$ cat src/mduTimer.sv
`default_nettype none
`timescale 1ns/1ps

module mduTimer #(
    parameter int mulLatency = 5,
    parameter int divLatency = 10
) (
    input  wire  clk,
    input  wire  reset,
    input  wire  load,
    input  wire  longOp,
    input  wire  hold,
    output logic expire
);

    localparam int maxLatency = (divLatency > mulLatency) ? divLatency : mulLatency;
    localparam int cntW       = $clog2(maxLatency + 1);

    logic [cntW-1:0] count;

    // The commit cycle in the controller takes up the last cycle of the
    // latency, so the count starts one short of it.
    always_ff @(posedge clk) begin
        if (reset) begin
            count <= '0;
        end else if (load) begin
            count <= longOp ? cntW'(divLatency - 1) : cntW'(mulLatency - 1);
        end else if (!hold && (count != '0)) begin
            count <= count - 1'b1;
        end
    end

    assign expire = (count == cntW'(1));

endmodule

`default_nettype wire

$ cat config.mk
export PLATFORM = sky130hd
export DESIGN_NAME = mduTimer
export DESIGN_NICKNAME = d
export VERILOG_FILES = /design/src/mduTimer.sv
export SDC_FILE = /design/constraint.sdc
export NUM_CORES = 1
export LEC_CHECK = 0
export BUFFER_PORTS_ARGS = -buffer_cell sky130_fd_sc_hd__buf_2
export CAP_MARGIN = 5
export CELL_PAD_IN_SITES_DETAIL_PLACEMENT = 1
export CELL_PAD_IN_SITES_GLOBAL_PLACEMENT = 1
export CORE_AREA = 4 4 41 43
export CTS_CLUSTER_SIZE = 30
export DETAILED_ROUTE_END_ITERATION = 10
export DIE_AREA = 0 0 45 47
export PLACE_DENSITY_LB_ADDON = 0.12
export SLEW_MARGIN = 0
export SYNTH_ARGS = -nofsm -noshare
export SYNTH_HDL_FRONTEND = slang
export SYNTH_SLANG_ARGS = --single-unit
$ cat constraint.sdc
create_clock -name clk -period 2.4 [get_ports clk]
set_clock_uncertainty 0.15 [all_clocks]
set_input_delay 0 -clock clk [delete_from_list [all_inputs] [get_ports clk]]
set_output_delay 0 -clock clk [all_outputs]
set_load 0.01 [all_outputs]
==> reports/metrics.cfg <==
[placed_design]
dp_slack_ns=0.7306
placed_cell_area_um2=285.3
gp_congestion=0.7519
placed_cells=46
port-buffer-count=5
hpwl_um=443.1

[floorplan]
pin_count=6
die_y_um=47
core_um2=1301
die_area_um2=2115
die-width_um=45
rows=13
start_util=0.1856

[clock_network]
post_cts_buffers=0
cts_made_buffers=3
clock_latency_ns=0.24
cts_max_level=1
cts_buffer_depth=2
root_buffer=clkbuf_4
cts_tree=yes
path_clk_slew_ns=0.04
clock_sinks=4

[synthesis]
syn_nets=33
ys_warn_count=0
postSynthAreaPerCell_um2=9.288
yosysTopAreaCellShare=0.3316
synth.largest_area_cell=dfxtp_1
synthTopCellsByArea=dfxtp_1, a211oi_1, ha_1, nor3b_1, and4bb_2
yosysSeqAreaShare=0.3316
synth-seq-cells=4
synth_area_um2=241.5
synth_cell_types=13
synthCells=26

[cells_and_area]
diodes=0
seq_area_um2=80.08
syn2layout_area_growth_pct=54.92
top_regs=count x4
layout.nets=49
multiInputGateArea_um2=156.4
design_area_um2=374.1
layout_common_cells=dlygate4sd3_1, buf_2, a211oi_1, dfxtp_1
largest_reg_flops=4
layout_commonest_cell=dlygate4sd3_1
drive_gt1_frac=0.2750
fill_cells=167
regMostFlops=count
instances_no_fill=55
fin_util=0.2875

[timing]
finalCriticalPeriod_ns=2.196
worst_pin_slew_ns=0.3565
rsz0062_at_grt=false
final_max_slew_viol_count=0
setup_violations=0
max_freq_mhz=455.3
hold_viol_final=0
fin_hold_ws_ns=0.1065
finalSetupTns_ns=0
max_slew_margin=0.7618
fin_crit_sh=0.9152
fin_ws_ns=0.2036

[hold_path]
holdPathEnd=count[3]
min_path_cells=4
hp-start=hold
hp-class=primary input to flop

[setup_path]
required_ns=2.43
cp-start-kind=flop
worstSetupPathType=flop to flop
cp_slowest_cell=dlygate4sd3_1
crit_path_end_kind=flop
worstPathArrival_ns=2.23
max_stage_delay_ns=0.57
r2r-end=count[0]
crit_chain=inv_1 -> ha_1 -> nor3b_1 -> or3_1 -> a311oi_2 -> dlygate4sd3_1
r2r-start=count[0]
r2r_cells=6
cp_max_fo=5
r2r_slack_ns=0.20

[power]
power.share.clock=0.410
total_power_mw=0.2082
power_leakage_nw=0.1527
p_switching_mw=0.05537
pwr-share-seq=0.373
internal-power_mw=0.1529
switching_share=0.2659
combPwrFrac=0.216
p_per_area_nw_per_um2=556.6
peakVddDrop_uv=245.6

[routing]
wl_um=617
first_iter_violations=0
viasPerCell=4.855
highest_layer=met4
drtAntennaViolNets=0
wl_per_cell_um=11.22
drtPass1Iterations=1
drcViolationCount=0
drt-met1-wl_um=237
vias=267
wl_met3_um=27
wl_met2_um=321

[job]
cap_violations=0

[grt]
grt_max_degree=8
grt_pass1_wl_um=1069
gr-usage-all-layers=0.07662
grt.overflow.total=0
first_global_vias=275
antenna_found_initial=0

[status]
status=complete, no violations

## worst max-delay path: cells and delay by family (launching register included)
kind | cells | cell delay (ns)
and+or+nand+nor | 2 | 0.50
AOI/OAI and AO/OA | 1 | 0.24
buffers and inverters | 2 | 0.63
adders and majority gates | 1 | 0.23
DFF | 1 | 0.39
## layout make-up
type                            instances  share of cell area
Tap cell                               15             0.05017
Inverter                                3             0.03010
Sequential cell                         4              0.2140
Timing Repair Buffer                   11              0.2274
Clock buffer                            3             0.06020
Multi-Input combinational cell         19              0.4181
## power groups by stage
stage	clock network [mW]	logic [mW]	registers (mW)
global route	0.0943	0.0512	0.0786
CTS	0.0886	0.0436	0.0777
detailed placement	0	0.0344	0.0788
global placement	0	0.0355	0.0785
finish	0.0855	0.0450	0.0777
floorplan	0	0.0229	0.0774
## repair_timing
item | 4_1_cts | 5_1_grt
resized for setup | 0 | 1
endpoints found under the hold margin | 4 | 0
setup endpoints to repair | 0 | 1
hold buffers | 6 | 0
## cell usage after synthesis
library cell and instances:
nor4_2 1, a311oi_1 1, inv_1 3, nand2b_1 1
nor2_1 2, dfxtp_1 4, ha_1 2, or3_1 2
o21ai_0 2, and4bb_2 1, a211oi_1 4, nor3b_1 2
mux2i_1 1
## kinds of logic after synthesis
family / Yosys count / synth area share
fa+ha+maj: 2 / 0.1036
buf+inv: 3 / 0.04663
flops: 4 / 0.3316
simple gates: 9 / 0.2746
mux: 1 / 0.04145
compound gates: 7 / 0.2021
## layer usage
metal / up-vias / global-route usage
met5: - / 0
met4: 0 / 0.08772
met3: 5 / 0.02299
met2: 8 / 0.1299
met1: 127 / 0.06818
li1: 127 / -
## worst max path at each step
stage | startpoint | to | slack [ns] | depth (start not counted)
after global placement | count[0] | count[0] | 0.77 | 5
after CTS | count[0] | count[0] | 0.19 | 6
after floorplan | count[0] | count[0] | 0.86 | 5
after detailed placement | count[0] | count[0] | 0.73 | 5
final | count[0] | count[0] | 0.20 | 6
after global routing | count[0] | count[0] | 0.04 | 6
Note: power is estimated with default switching activity, not from simulation.
