[src/mduPkg.sv]
`default_nettype none

package mduPkg;

    // Operation codes seen by the multiply/divide unit.
    typedef enum logic [3:0] {
        opNone  = 4'd0,  // No operation.
        opMult  = 4'd1,  // Signed multiply.
        opMultu = 4'd2,  // Unsigned multiply.
        opDiv   = 4'd3,  // Signed divide.
        opDivu  = 4'd4,  // Unsigned divide.
        opMthi  = 4'd5,  // Move srcA into HI.
        opMtlo  = 4'd6,  // Move srcA into LO.
        opMadd  = 4'd7,  // HI:LO plus signed product.
        opMaddu = 4'd8,  // HI:LO plus unsigned product.
        opMsub  = 4'd9,  // HI:LO minus signed product.
        opMsubu = 4'd10  // HI:LO minus unsigned product.
    } mduOp;

    // One request, sampled on the start strobe.
    typedef struct packed {
        mduOp        op;
        logic [31:0] srcA;
        logic [31:0] srcB;
    } mduReq;

    // The two architectural halves of the 64-bit accumulator.
    typedef struct packed {
        logic [31:0] hi; // Upper word, or the remainder of a divide.
        logic [31:0] lo; // Lower word, or the quotient of a divide.
    } accHalves;

    // Multiply and accumulate work on the whole 64-bit number, while divides
    // and the register commit deal in the separate HI and LO words.
    typedef union packed {
        logic [63:0] full;
        accHalves    half;
    } accWord;

endpackage

`default_nettype wire
[src/hiLoRegs.sv]
`default_nettype none
`timescale 1ns/1ps

module hiLoRegs (
    input  wire             clk,
    input  wire             reset,
    input  wire             commit,
    input  wire             moveHi,
    input  wire             moveLo,
    input  mduPkg::accWord  result,
    input  wire      [31:0] moveData,
    output logic     [31:0] hi,
    output logic     [31:0] lo
);

    // Commit and the moves are never high together.
    always_ff @(posedge clk) begin
        if (reset) begin
            hi <= '0;
        end else if (commit) begin
            hi <= result.half.hi;
        end else if (moveHi) begin
            hi <= moveData;
        end
    end

    always_ff @(posedge clk) begin
        if (reset) begin
            lo <= '0;
        end else if (commit) begin
            lo <= result.half.lo; // Quotient or low product word.
        end else if (moveLo) begin
            lo <= moveData;
        end
    end

endmodule

`default_nettype wire

[config.mk]
export PLATFORM = sky130hd
export DESIGN_NAME = hiLoRegs
export DESIGN_NICKNAME = d
export VERILOG_FILES = /design/src/mduPkg.sv /design/src/hiLoRegs.sv
export SDC_FILE = /design/constraint.sdc
export NUM_CORES = 1
export LEC_CHECK = 0
export ABC_CLOCK_PERIOD_IN_PS = 2350
export BUFFER_PORTS_ARGS = -buffer_cell sky130_fd_sc_hd__buf_2
export CAP_MARGIN = 20
export CORE_AREA = 5 5 121 66
export CTS_CLUSTER_SIZE = 14
export DETAILED_ROUTE_END_ITERATION = 7
export DIE_AREA = 0 0 126 71
export HOLD_SLACK_MARGIN = 0.15
export PLACE_DENSITY = 0.84
export SLEW_MARGIN = 20
export SYNTH_ARGS = -nofsm -noshare
export SYNTH_HDL_FRONTEND = slang
export SYNTH_SLANG_ARGS = --single-unit
[constraint.sdc]
create_clock -name clk -period 2.35 [get_ports clk]
set_input_delay 0.235 -clock clk [delete_from_list [all_inputs] [get_ports clk]]
set_output_delay 0.235 -clock clk [all_outputs]
set_load 0.1 [all_outputs]
==> flow_summary_export.csv <==
group,metric,value,unit
hold_path,worstHoldPathType,"input pin to flop",
critical_path,end_kind,"primary output",
hold_path,hold_start,"result[4]",
clock_network,cts_resized,0,
clock_network,clock_path_buffers,2,
timing,setup_tns,0,ps
global_routing,grt_max_degree,65,
pwr,pwr-share-seq,34.9,%
timing,fmax,0.745,GHz
placed_design,gp_congestion,0.849,
floorplanning,rows,22,
timing,rsz0062_at_grt,"false",
logic_synthesis,synth_common_cells,"dfxtp_1 (64), mux2i_1 (64), nor2b_1 (64), a211oi_2 (38), a211oi_1 (26)",
drt,via_per_inst,5.07,
critical_path,r2r_slack,1550,ps
logic_synthesis,synthSimpleGateAreaFrac,12.4,%
logic_synthesis,synth_cell_types,11,
clock_network,cts_hold_buf,0,
critical_path,slowest_stage,"buf_2",
floorplanning,start_util,46.6,%
clock_network,cts_root_buffer,"clkbuf_16",
logic_synthesis,mappedNetlistNets,386,
logic_synthesis,synth_xor_area_share,0,%
timing,setup_violations,0,
logic_synthesis,synth_top_family_by_area,"compound AO/OA/AOI/OAI gates",
clock_network,cts_inserted_buffers,9,
pwr,powerDensity,813,nW/µm²
logic_synthesis,synth_top_area_share,39.7,%
global_routing,grt_overflow,0,
critical_path,max_stage_delay,440,ps
logic_synthesis,synth.yosys.seq_area_share,39.7,%
clock_network,cts.clk_slew.worst_paths,50,ps
timing,relSlewSlack,60.5,%
hold_path,holdPathEnd,"lo[4]$_SDFFE_PP0P_",
drt,drc,0,
pwr,combPwrFrac,31.3,%
logic_synthesis,synthAdderAreaFrac,0,%
timing,finalCritPeriodShare,57.1,%
placed_design,place_inst,524,
pwr,power.internal,2.16,mW
critical_path,startpoint,"lo[20]$_SDFFE_PP0P_",
global_routing,grt_util_met1,25.0,%
drt,postRouteAntennaNets,0,
critical_path,crit_family,"buffers and inverters",
logic_synthesis,ys_ff_latch,64,
critical_path,startpoint_type,"flop",
drt,routedWlPerCell,16.3,µm
pwr,pwr-share-clk,33.8,%
logic_synthesis,synth_area,3230,µm²
global_routing,grt_pass1_wl,13900,µm
cells_and_area,fin_nets,540,
timing,period_needed,1340,ps
pwr,netSwitchingFraction,38.0,%
cells_and_area,drive_gt1_share,50.5,%
global_routing,grt_use_total,19.1,%
logic_synthesis,synth-warning-count,0,
logic_synthesis,synth.mux.area_fraction,19.8,%
status,outcome,"completed",
pwr,p_switching,1.32,mW
drt,firstDrtPassIters,4,
critical_path,cp_data_required_time,2120,ps
pwr,ir_worst_vdd,487,µV
critical_path,path_class,"flop to primary output",
cells_and_area,nFillCells,622,
global_routing,use_met3,7.32,%
placed_design,port_buffers,164,
drt,drtIter0Drc,127,
floorplanning,die_y,71,µm
logic_synthesis,synthFlopType,"dfxtp_1",
cells_and_area,layout.cells.non_filler,540,
critical_path,rr_endpoint,"lo[16]$_SDFFE_PP0P_",
critical_path,cp_max_fo,2,
placed_design,dp_slack,878,ps
timing,slew_viol_final,0,
clock_network,cts_tree,"yes",
cells_and_area,utilization,61.7,%
global_routing,use_met2,30.7,%
hold_path,hold_path_depth,3,
logic_synthesis,synth.area.top_cells,"dfxtp_1 (40%), mux2i_1 (20%), a211oi_2 (15%), nor2b_1 (12%), a211oi_1 (6.0%)",
critical_path,cp_cell_sequence,"buf_2",
global_routing,grt_pass1_vias,2771,
timing,finalHoldViolations,0,
critical_path,critical_path_buf_inv_count,1,
drt,via_count,2737,
critical_path,rr_startpoint,"lo[16]$_SDFFE_PP0P_",
cells_and_area,antenna_cells,0,
cells_and_area,syn_to_final_growth,32.6,%
critical_path,critPathArrivalTime,1110,ps
timing,worst_pin_slew,593,ps
logic_synthesis,synth_area_per_cell,11.3,µm²
floorplanning,die_x,126,µm
floorplanning,fp.dieArea,8950,µm²
logic_synthesis,netlist_instances,285,
global_routing,grt_busiest_layer,"met2",
drt,routed_wirelength,8810,µm
pwr,p_leak,2.04,nW
floorplanning,core-area,6940,µm²
global_routing,antenna_found_initial,0,
logic_synthesis,synth.largest_area_cell,"dfxtp_1",
clock_network,clk_latency,310,ps
clock_network,cts_num_sinks,64,
logic_synthesis,synth-compound-area-share,20.8,%
run,max_cap_violations,0,
clock_network,htreeDepth,3,
timing,finClkSkew,0,ps
logic_synthesis,async_flop_share,0,%
timing,setup_ws,1010,ps
clock_network,post_cts_buffers,0,
floorplanning,ioPinCount,165,
placed_design,hpwl,6410,µm
critical_path,reg2regPathDepth,2,
logic_synthesis,synth_edf_count,0,
==> layout by cell type (no fill, tap or decap) <==
master / Yosys / layout
dfxtp_1: 64 / 64
a211oi_2: 38 / 38
buf_2: 10 / 164
inv_2: 1 / 1
clkbuf_16: 0 / 9
a211oi_1: 26 / 26
buf_4: 0 / 5
clkbuf_8: 0 / 1
nor2b_1: 64 / 64
buf_12: 5 / 2
clkinv_2: 0 / 4
mux2i_1: 64 / 64
clkbuf_1: 9 / 2
==> registers in the layout, indices dropped and copies added (netlist names) <==
name / cells
hi: 32
lo: 32
==> worst max path at each step <==
stage                                      to  slack, ps  depth (start not counted)
after floorplan            hi[0]$_SDFFE_PP0P_        930                          2
after global placement    lo[20]$_SDFFE_PP0P_        930                          4
after detailed placement   lo[6]$_SDFFE_PP0P_        880                          4
after CTS                              hi[27]       1000                          1
after global routing                    hi[5]        980                          1
final                                  lo[20]       1010                          1
==> area by class of cell <==
class	instances	area [µm²]	area share, %
clock inverters	4	20.0	0.468
inverters	1	3.75	0.0877
repair buffers	171	898	21.0
flip-flops and latches	64	1280	29.9
multi-input cells	192	1710	40.0
well taps	96	120	2.81
clock buffers	12	246	5.76
==> stage by stage <==
| stage | cell area [µm²] | hold WS [ps] | power [mW] |
|---|---|---|---|
| after floorplan | 3230 | 426 | 2.12 |
| after global placement | 4020 | 531 | 2.31 |
| after detailed placement | 4020 | 538 | 2.33 |
| after CTS | 4280 | 207 | 3.51 |
| after global routing | 4280 | 213 | 3.61 |
| final | 4280 | 209 | 3.48 |
==> power groups by stage <==
stage               Sequential [mW]  Clock, mW  Combinational, mW
global placement               1.23          0               1.08
global route                   1.22       1.25               1.14
finish                         1.21       1.18               1.09
floorplan                      1.83          0              0.288
CTS                            1.21       1.20               1.10
detailed placement             1.23          0               1.09
==> worst min-delay path, delay by kind of cell <==
family                 cells  cell delay, ps
buffers and inverters      1             100
AOI/OAI and AO/OA          1              50
and+or+nand+nor            1              90
==> routing by layer <==
metal / routed length, µm / part of all wire [%]
met5: 0 / 0
met2: 3920 / 44
met1: 4150 / 47
met4: 43 / 0.49
met3: 705 / 8.0
==> kinds of logic after synthesis <==
kind of cell	Yosys count
flops	64
mux	64
compound gates	64
simple gates	64
buf+inv	29
No activity file was read; power rests on OpenSTA's default activity.
