$ cat src/mduPkg.sv
`default_nettype none

package mduPkg;

    // Operation codes seen by the multiply/divide unit.
    typedef enum logic [3:0] {
        opNone  = 4'd0,  // No operation.
        opMult  = 4'd1,  // Signed multiply.
        opMultu = 4'd2,  // Unsigned multiply.
        opDiv   = 4'd3,  // Signed divide.
        opDivu  = 4'd4,  // Unsigned divide.
        opMthi  = 4'd5,  // Move srcA into HI.
        opMtlo  = 4'd6,  // Move srcA into LO.
        opMadd  = 4'd7,  // HI:LO plus signed product.
        opMaddu = 4'd8,  // HI:LO plus unsigned product.
        opMsub  = 4'd9,  // HI:LO minus signed product.
        opMsubu = 4'd10  // HI:LO minus unsigned product.
    } mduOp;

    // One request, sampled on the start strobe.
    typedef struct packed {
        mduOp        op;
        logic [31:0] srcA;
        logic [31:0] srcB;
    } mduReq;

    // The two architectural halves of the 64-bit accumulator.
    typedef struct packed {
        logic [31:0] hi; // Upper word, or the remainder of a divide.
        logic [31:0] lo; // Lower word, or the quotient of a divide.
    } accHalves;

    // Multiply and accumulate work on the whole 64-bit number, while divides
    // and the register commit deal in the separate HI and LO words.
    typedef union packed {
        logic [63:0] full;
        accHalves    half;
    } accWord;

endpackage

`default_nettype wire
$ cat src/mduController.sv
`default_nettype none
`timescale 1ns/1ps

module mduController (
    input  wire          clk,
    input  wire          reset,
    input  wire          start,
    input  mduPkg::mduOp op,
    input  wire          flush,
    input  wire          expire,
    output logic         capture,
    output logic         load,
    output logic         longOp,
    output logic         moveHi,
    output logic         moveLo,
    output logic         commit,
    output logic         busy
);

    typedef enum logic [1:0] {
        idle,
        running,
        committing
    } ctrlState;

    ctrlState state;
    ctrlState nextState;
    logic     accept;
    logic     isTimed;

    // Decode which operations go through the timer.
    always_comb begin
        isTimed = 1'b0;
        case (op)
            mduPkg::opMult,
            mduPkg::opMultu,
            mduPkg::opDiv,
            mduPkg::opDivu,
            mduPkg::opMadd,
            mduPkg::opMaddu,
            mduPkg::opMsub,
            mduPkg::opMsubu: isTimed = 1'b1;
            default:         isTimed = 1'b0; // Moves, opNone and unused codes.
        endcase
    end

    // A start is only taken when the unit is free and no exception is pending.
    assign accept  = start && !flush && (state == idle);
    assign capture = accept;
    assign load    = accept && isTimed;
    assign longOp  = (op == mduPkg::opDiv) || (op == mduPkg::opDivu);
    assign moveHi  = accept && (op == mduPkg::opMthi);
    assign moveLo  = accept && (op == mduPkg::opMtlo);

    always_comb begin
        nextState = state;
        case (state)
            idle: begin
                if (load) begin
                    nextState = running;
                end
            end
            running: begin
                // The timer holds under flush, so the FSM must hold too.
                if (expire && !flush) begin
                    nextState = committing;
                end
            end
            committing: nextState = idle;
            default:    nextState = idle;
        endcase
    end

    always_ff @(posedge clk) begin
        if (reset) begin
            state <= idle;
        end else begin
            state <= nextState;
        end
    end

    assign commit = (state == committing); // HI and LO load at the end of this cycle.
    assign busy   = (state != idle);

endmodule

`default_nettype wire

$ cat config.mk
export PLATFORM = sky130hd
export DESIGN_NAME = mduController
export DESIGN_NICKNAME = d
export VERILOG_FILES = /design/src/mduPkg.sv /design/src/mduController.sv
export SDC_FILE = /design/constraint.sdc
export NUM_CORES = 1
export LEC_CHECK = 0
export ABC_AREA = 1
export BUFFER_PORTS_ARGS = -buffer_cell sky130_fd_sc_hd__buf_2
export CORE_AREA = 3 3 40 42
export CTS_CLUSTER_SIZE = 40
export DETAILED_ROUTE_END_ITERATION = 16
export DIE_AREA = 0 0 43 45
export PLACE_DENSITY = 0.52
export SYNTH_ARGS = -nofsm -noshare
export SYNTH_HDL_FRONTEND = slang
export SYNTH_SLANG_ARGS = --single-unit
$ cat constraint.sdc
create_clock -name clk -period 2.16 [get_ports clk]
set_input_delay 0.324 -clock clk [delete_from_list [all_inputs] [get_ports clk]]
set_output_delay 0.324 -clock clk [all_outputs]
set_load 0.05 [all_outputs]
==> impl_metrics.ini, run 1 <==
[run_status]
status = complete, no violations

[clock_network]
hold_buffers = 0
cts_max_level = 1
insertion_delay_ps = 220
root_buffer = clkbuf_4
numCtsBuffers = 3
clkTransAtPathRegs_ps = 30
cts_buffer_depth = 2
post_cts_resized = 0
postCtsSetupBuffers = 0
clkSinkCount = 2
cts_tree = done

[worst_hold_path]
holdCritStartpoint = expire
hp-class = primary input to flip-flop

[timing]
slew_headroom = 0.832
tns_ps = 0
slew_violations = 0
worst_slew_pin_slew_ps = 253
fin_crit_ps = 1640
setup_viol = 0
finalHoldViolations = 0
fin_skew_ps = 2.28
period_share = 0.757
holdWs_ps = 366
worst_slack_ps = 524
timing.fmax_ghz = 0.611
grt_setup_unrepaired = false

[logic_synthesis]
yosys.cell_types.count = 13
netlist_instances = 41
synth_compound_area_frac = 0.0299
synthMuxAreaShare = 0
yosysSeqAreaShare = 0.159
ys_seq_elements = 2
syn_area_um2 = 251
synth_adder_area_share = 0.199
yosys.area_share.simple = 0.433
syn_nets = 54
synth_warnings = 0
syn_area_per_cell_um2 = 6.13
synth-xor-area-share = 0
synth_top_family_by_area = simple AND/OR/NAND/NOR gates

[critical_path]
critPathCaptureType = primary output
startpoint_type = primary input
worstPathRequired_ps = 1840
timing.rr.start = state[0]
max_stage_delay_ps = 290
path_buf_inv = 4
cp.arrival_ps = 1310
timing.critical_path.mode_cell = buf_2
path_cells = buf_2, inv_1, ha_1, clkinv_1, nand2_1, nand3_1, and2_1, buf_2
slowest_stage = ha_1
path_class = primary input to primary output
critPathLaunch = op[0]
r2r_setup_slack_ps = 1310
path_delay_family = buffers and inverters
path_max_fanout = 3

[global_route]
antenna_found_initial = 0
grt.met2_usage = 0.123
met1_usage = 0.0552
grt_pass1_vias = 287
grt_overflow_total = 0
grt_start_max_net_pins = 6
grt_use_total = 0.0640
top_usage_layer = met2
grt_util_met3 = 0.00398
grt_pass1_wl_um = 917

[route]
post-route-drc-count = 0
antenna_left = 0
drt-initial-drc-count = 2
dr.pass1.iters = 4
vias_per_cell = 3.85
wl_per_cell_um = 6.99
dr_total_vias = 285
drt-total-wl_um = 517

[final_layout]
diodes = 0
drive_above_1_share = 0.390
final_common_cell = buf_2
top_regs = state: 2 flops
largest_register = state
final_cell_mix = buf_2 (15), inv_1 (9), nand2_1 (7), nor2_1 (7), ha_1 (4)
nets = 74
area_delta_synth_final_pct = 46.3
post-route-util = 0.286
largest_register_ffs = 2
fin_cells = 74
fin_area_um2 = 368

[power_and_ir_drop]
p_per_area_mw_per_mm2 = 488
totalPowerFinal_uw = 179
peakVddDrop_mv = 0.0909
p_leak_nw = 0.235

[placed_design]
placed_cell_area_um2 = 345
dp.cells = 71
place.gp.congestion = 0.603
dpl.hpwl_um = 455
place_ws_ps = 504
port_buffers = 15

[floorplanning]
pin_count = 16
initial_core_util = 0.196
die_w_um = 43
row_count = 13
core_mm2 = 0.00128
die_h_um = 45
dieArea_mm2 = 0.00194

[run]
maxCapViolCount = 0
-- tightest hold or removal path: stages --
cell and delay (ps):
buf_2 90, nand2_1 80, nor2_1 50
-- power by group --
group	switching, mW	leakage, nW	internal (mW)
logic	0.0394	0.205	0.0185
clock network	0.0198	0.0138	0.0612
registers	0.00189	0.0162	0.0386
total	0.0611	0.235	0.118
-- cells in the mapped netlist --
cell type  n  area [um2]
clkinv_1   1        3.75
nand4_1    1        6.26
inv_1      9        33.8
nand3_1    3        15.0
ha_1       4        50.1
and2_1     1        6.26
inv_2      2        7.51
a211oi_1   1        7.51
nand2_2    1        6.26
nor2_1     7        26.3
nand2_1    7        26.3
dfxtp_1    2        40.0
nor2_4     2        22.5
-- path summary, 6_finish.rpt --
check             end  cells past startpoint
max              load                      8
min          state[1]                      3
max reg2reg  state[0]                      5
min reg2reg  state[1]                      2
-- layout make-up --
cell class	instances	area (um2)
Tap cell	15	18.8
Multi-Input combinational cell	27	166
Fill cell	150	917
Sequential cell	2	40.0
Inverter	12	45.0
Timing Repair Buffer	15	75.1
Clock buffer	3	22.5
-- kinds of logic (layout without fill, tap and decap cells) --
group | count (synthesis) | after routing
flip-flops | 2 | 2
adder cells (fa/ha/maj) | 4 | 4
AO/OA/AOI/OAI | 1 | 1
buffers and inverters | 12 | 30
AND/OR/NAND/NOR | 22 | 22
-- metal layers --
metal / vias to the layer above / part of all wire
li1: 155 / -
met1: 123 / 0.37
met2: 7 / 0.57
met3: 0 / 0.064
met4: 0 / 0
met5: - / 0
(Power assumes the default switching activity.)
==> run 2, diff against run 1 <==
Settings changed: PLACE_DENSITY 0.52 to 0.53.
Clock period 2.16 ns to 1.4 ns, I/O delays scaled along.
==> impl_metrics.ini, run 2 (same netlist as run 1, synthesis figures left out) <==
[run_status]
status = complete, no violations

[clock_network]
cts_tree = done
cts_buffer_depth = 2
numCtsBuffers = 3
clkSinkCount = 2
root_buffer = clkbuf_4
cts_max_level = 1
insertion_delay_ps = 240
hold_buffers = 0
clkTransAtPathRegs_ps = 30

[final_layout]
final_cell_mix = buf_2 (12), inv_1 (9), nand2_1 (6), buf_4 (6)
n_fill_cell = 126
final_common_cell = buf_2
fin_cells = 80
multi_input_area_um2 = 196
diodes = 0
largest_register_ffs = 2
register_area_um2 = 45.0
area_delta_synth_final_pct = 87.1
largest_register = state
drive_above_1_share = 0.585
fin_area_um2 = 470
nets = 80
post-route-util = 0.366
top_regs = state: 2 flops

[power_and_ir_drop]
p_leak_nw = 0.271
totalPowerFinal_uw = 318
p_per_area_mw_per_mm2 = 675
peakVddDrop_mv = 0.192

[floorplanning]
row_count = 13
initial_core_util = 0.196
pin_count = 16
die_w_um = 43
core_mm2 = 0.00128
dieArea_mm2 = 0.00194
die_h_um = 45

[timing]
finalHoldViolations = 0
setup_viol = 0
grt_setup_unrepaired = true
fin_skew_ps = 0.301
slew_headroom = 0.832
worst_slack_ps = 27.2
timing.fmax_ghz = 0.728
tns_ps = 0
worst_slew_pin_slew_ps = 254
holdWs_ps = 227
period_share = 0.981
fin_crit_ps = 1370
slew_violations = 0

[route]
antenna_left = 0
dr_total_vias = 319
vias_per_cell = 3.99
dr.pass1.iters = 3
wl_per_cell_um = 8.10
drt-initial-drc-count = 10
drt-total-wl_um = 648
post-route-drc-count = 0

[placed_design]
dpl.hpwl_um = 540
place_ws_ps = -15.9
placed_cell_area_um2 = 403
dp.cells = 76
place.gp.congestion = 0.760
port_buffers = 15

[global_route]
grt_pass1_vias = 285
antenna_found_initial = 0
grt_pass1_wl_um = 1040
grt_start_max_net_pins = 6
grt_overflow_total = 0
grt_use_total = 0.0740

[critical_path]
startpoint_type = flip-flop
path_class = flip-flop to primary output
path_max_fanout = 3
worstPathRequired_ps = 1190
cp.arrival_ps = 1160
critPathCaptureType = primary output

[run]
maxCapViolCount = 0

[worst_hold_path]
hp-class = primary input to flip-flop
-- run 2: changes by cell type in the layout (fill, tap and decap cells not counted), sizes merged --
cell / before / now
buf: 15 / 21
-- run 2: layout make-up --
cell class | instances | share of cell area
clock buffer | 3 | 0.0479
inverter | 12 | 0.0957
multi-input combinational | 27 | 0.418
sequential | 2 | 0.0957
tap | 15 | 0.0399
timing repair buffer | 21 | 0.303
-- run 2: metal layers --
metal / part of all wire / track usage
met1: 0.39 / 0.0767
met2: 0.51 / 0.117
met3: 0.073 / 0.0239
met4: 0.026 / 0.0723
met5: 0 / 0
-- run 2: power breakdown --
part	switching (mW)	leakage [nW]	internal, mW
registers	0.00258	0.0175	0.0590
logic	0.0710	0.240	0.0469
clock network	0.0428	0.0138	0.0953
-- run 2: what timing repair did --
item | CTS | global route
gates resized for setup | 5 | 9
endpoints found under the setup margin | 3 | 3
hold endpoints to repair | 0 | 0
pin swaps | 0 | 4
buffers inserted | 0 | 1
-- run 2: worst paths after layout --
kind         endpoint  cells past startpoint      from  slack (ps)
max              load                      5  state[0]          30
min          state[1]                      3    expire         230
max reg2reg  state[0]                      5  state[0]         570
min reg2reg  state[1]                      2  state[0]         490
-- run 2: critical path: stages, from the launching register on --
cell,delay (ps)
dfxtp_4,340
nor2_4,90
nand2_2,80
nor2_2,130
and2_4,160
buf_8,130
==> run 3, diff against run 2 <==
Settings changed: ABC_AREA 1 to unset, PLACE_DENSITY 0.53 to 0.51.
==> impl_metrics.ini, run 3 <==
[run_status]
status = finished, violations left
violations = negative setup slack

[route]
drt-total-wl_um = 637
dr.pass1.iters = 3
antenna_left = 0
post-route-drc-count = 0
vias_per_cell = 4.06
dr_total_vias = 280
wl_per_cell_um = 9.23
drt-initial-drc-count = 4

[final_layout]
largest_register = state
final_common_cell = buf_2
drive_above_1_share = 0.667
fin_cells = 69
final_cell_mix = buf_2 (11), buf_4 (10), nor2_1 (4), ha_1 (4)
diodes = 0
area_delta_synth_final_pct = 114
largest_register_ffs = 2
top_regs = state: 2 flops
nets = 69

[floorplanning]
initial_core_util = 0.172
dieArea_mm2 = 0.00194
pin_count = 16
die_h_um = 45
core_mm2 = 0.00128
die_w_um = 43
row_count = 13

[critical_path]
max_stage_delay_ps = 410
path_max_fanout = 3
path_class = flip-flop to primary output
worstPathRequired_ps = 1190
cp.arrival_ps = 1600
startpoint_type = flip-flop
slowest_stage = or3b_4
path_cells = or2_4, or3b_4, inv_8, and4b_4, buf_8
critPathCaptureType = primary output

[clock_network]
cts_buffer_depth = 2
insertion_delay_ps = 220
cts_tree = done
hold_buffers = 0
clkTransAtPathRegs_ps = 30
clkSinkCount = 2
cts_max_level = 1
root_buffer = clkbuf_4
numCtsBuffers = 3

[logic_synthesis]
synth.most_common_cell = nor2_1
synth_area_leaders = ha_1 (23%), dfxtp_1 (18%), mux2i_1 (14%), and4b_1 (9.0%), nor2_1 (8.5%)
syn_area_per_cell_um2 = 8.52
ys_seq_elements = 2
netlist_instances = 26
async_flop_share = 0
synth_common_cells = nor2_1 (5), ha_1 (4), mux2i_1 (3)
yosysSeqAreaShare = 0.181
synth_edf_count = 0
synth_top_area_share = 0.226
yosysTopAreaCell = ha_1
yosys.cell_types.count = 14
synth_ff_type = dfxtp_1
syn_nets = 39
synth_warnings = 0
syn_area_um2 = 221

[global_route]
grt_pass1_vias = 306
grt_overflow_total = 0
grt_start_max_net_pins = 6
antenna_found_initial = 0
grt_pass1_wl_um = 1150
grt_use_total = 0.0856

[timing]
finalHoldViolations = 0
setup_viol = 4
worst_slack_ps = -410
grt_setup_unrepaired = true
slew_violations = 0
timing.fmax_ghz = 0.552
slew_headroom = 0.783
period_share = 1.29
worst_slew_pin_slew_ps = 316
fin_skew_ps = 1.43
fin_crit_ps = 1810

[worst_hold_path]
hp-class = primary input to flip-flop

[power_and_ir_drop]
p_per_area_mw_per_mm2 = 660
peakVddDrop_mv = 0.210
totalPowerFinal_uw = 312
p_leak_nw = 0.259

[placed_design]
dpl.hpwl_um = 511
dp.cells = 63
place.gp.congestion = 0.697
port_buffers = 15

[run]
maxCapViolCount = 0
run 3: cell types whose count changed after synthesis, moves of 2 or more:
cell     change
nand2_1      -6
and4b_1      +2
nand3_1      -2
nor2_1       -2
nor2_4       -2
mux2i_1      +3
inv_1        -7
run 3: per-layer routing:
| layer | part of all wire | GRT usage | up-vias |
|---|---|---|---|
| met5 | 0 | 0 | - |
| met4 | 0.030 | 0.127 | 0 |
| met3 | 0.078 | 0.00398 | 2 |
| met2 | 0.54 | 0.141 | 13 |
| met1 | 0.35 | 0.0815 | 120 |
| li1 | - | - | 145 |
run 3: path summary, 6_finish.rpt:
path / start / end / slack (ps) / depth (start not counted)
worst max-delay path: state[1] / moveHi / -410 / 5
worst min register to register: state[0] / state[1] / 570 / 3
worst max register to register: state[1] / state[0] / 10 / 4
worst min-delay path: reset / state[0] / 190 / 2
run 3: cell type report:
cell class / instances / area [um2]
Fill cell: 143 / 812
Timing Repair Buffer: 25 / 186
Multi-Input combinational cell: 21 / 185
Inverter: 3 / 18.8
Sequential cell: 2 / 41.3
Tap cell: 15 / 18.8
Clock buffer: 3 / 22.5
run 3: stage by stage:
| step | utilization | worst slack, ps | hold WS [ps] | area, um2 | TNS [ps] |
|---|---|---|---|---|---|
| 3_5_place_dp | 0.300 | -302 | 424 | 385 | -926 |
| 6_report | 0.368 | -410 | 195 | 473 | -1570 |
| 4_1_cts | 0.362 | -435 | 180 | 465 | -1580 |
| 2_1_floorplan | - | -334 | 316 | 239 | -994 |
| 5_1_grt | 0.368 | -467 | 205 | 473 | -1880 |
| 3_3_place_gp | 0.300 | -288 | 422 | 385 | -896 |
run 3: kinds of logic (layout without fill, tap and decap cells):
| family | Yosys count | count (layout) | share of synthesized area |
|---|---|---|---|
| multiplexers | 3 | 3 | 0.136 |
| buffers and inverters | 3 | 31 | 0.0508 |
| AO/OA/AOI/OAI | 1 | 1 | 0.0339 |
| adder cells (fa/ha/maj) | 4 | 4 | 0.226 |
| flip-flops | 2 | 2 | 0.181 |
| AND/OR/NAND/NOR | 13 | 13 | 0.373 |
run 3: report_power, final:
| part | total, mW | switching [mW] | internal [mW] |
|---|---|---|---|
| Clock | 0.125 | 0.0309 | 0.0944 |
| Combinational | 0.126 | 0.0659 | 0.0601 |
| Sequential | 0.0610 | 0.00110 | 0.0599 |
run 3: worst max-delay path: cells and delay by family, from the launching register on:
| kind | cells | cell delay (ps) |
|---|---|---|
| and+or+nand+nor | 3 | 880 |
| DFF | 1 | 300 |
| buffers and inverters | 2 | 200 |
run 3: timing repair:
action,CTS,global route
setup endpoints to repair,4,5
buffers inserted,2,1
gates resized for setup,13,0
pin swaps,1,0
cloned,0,0
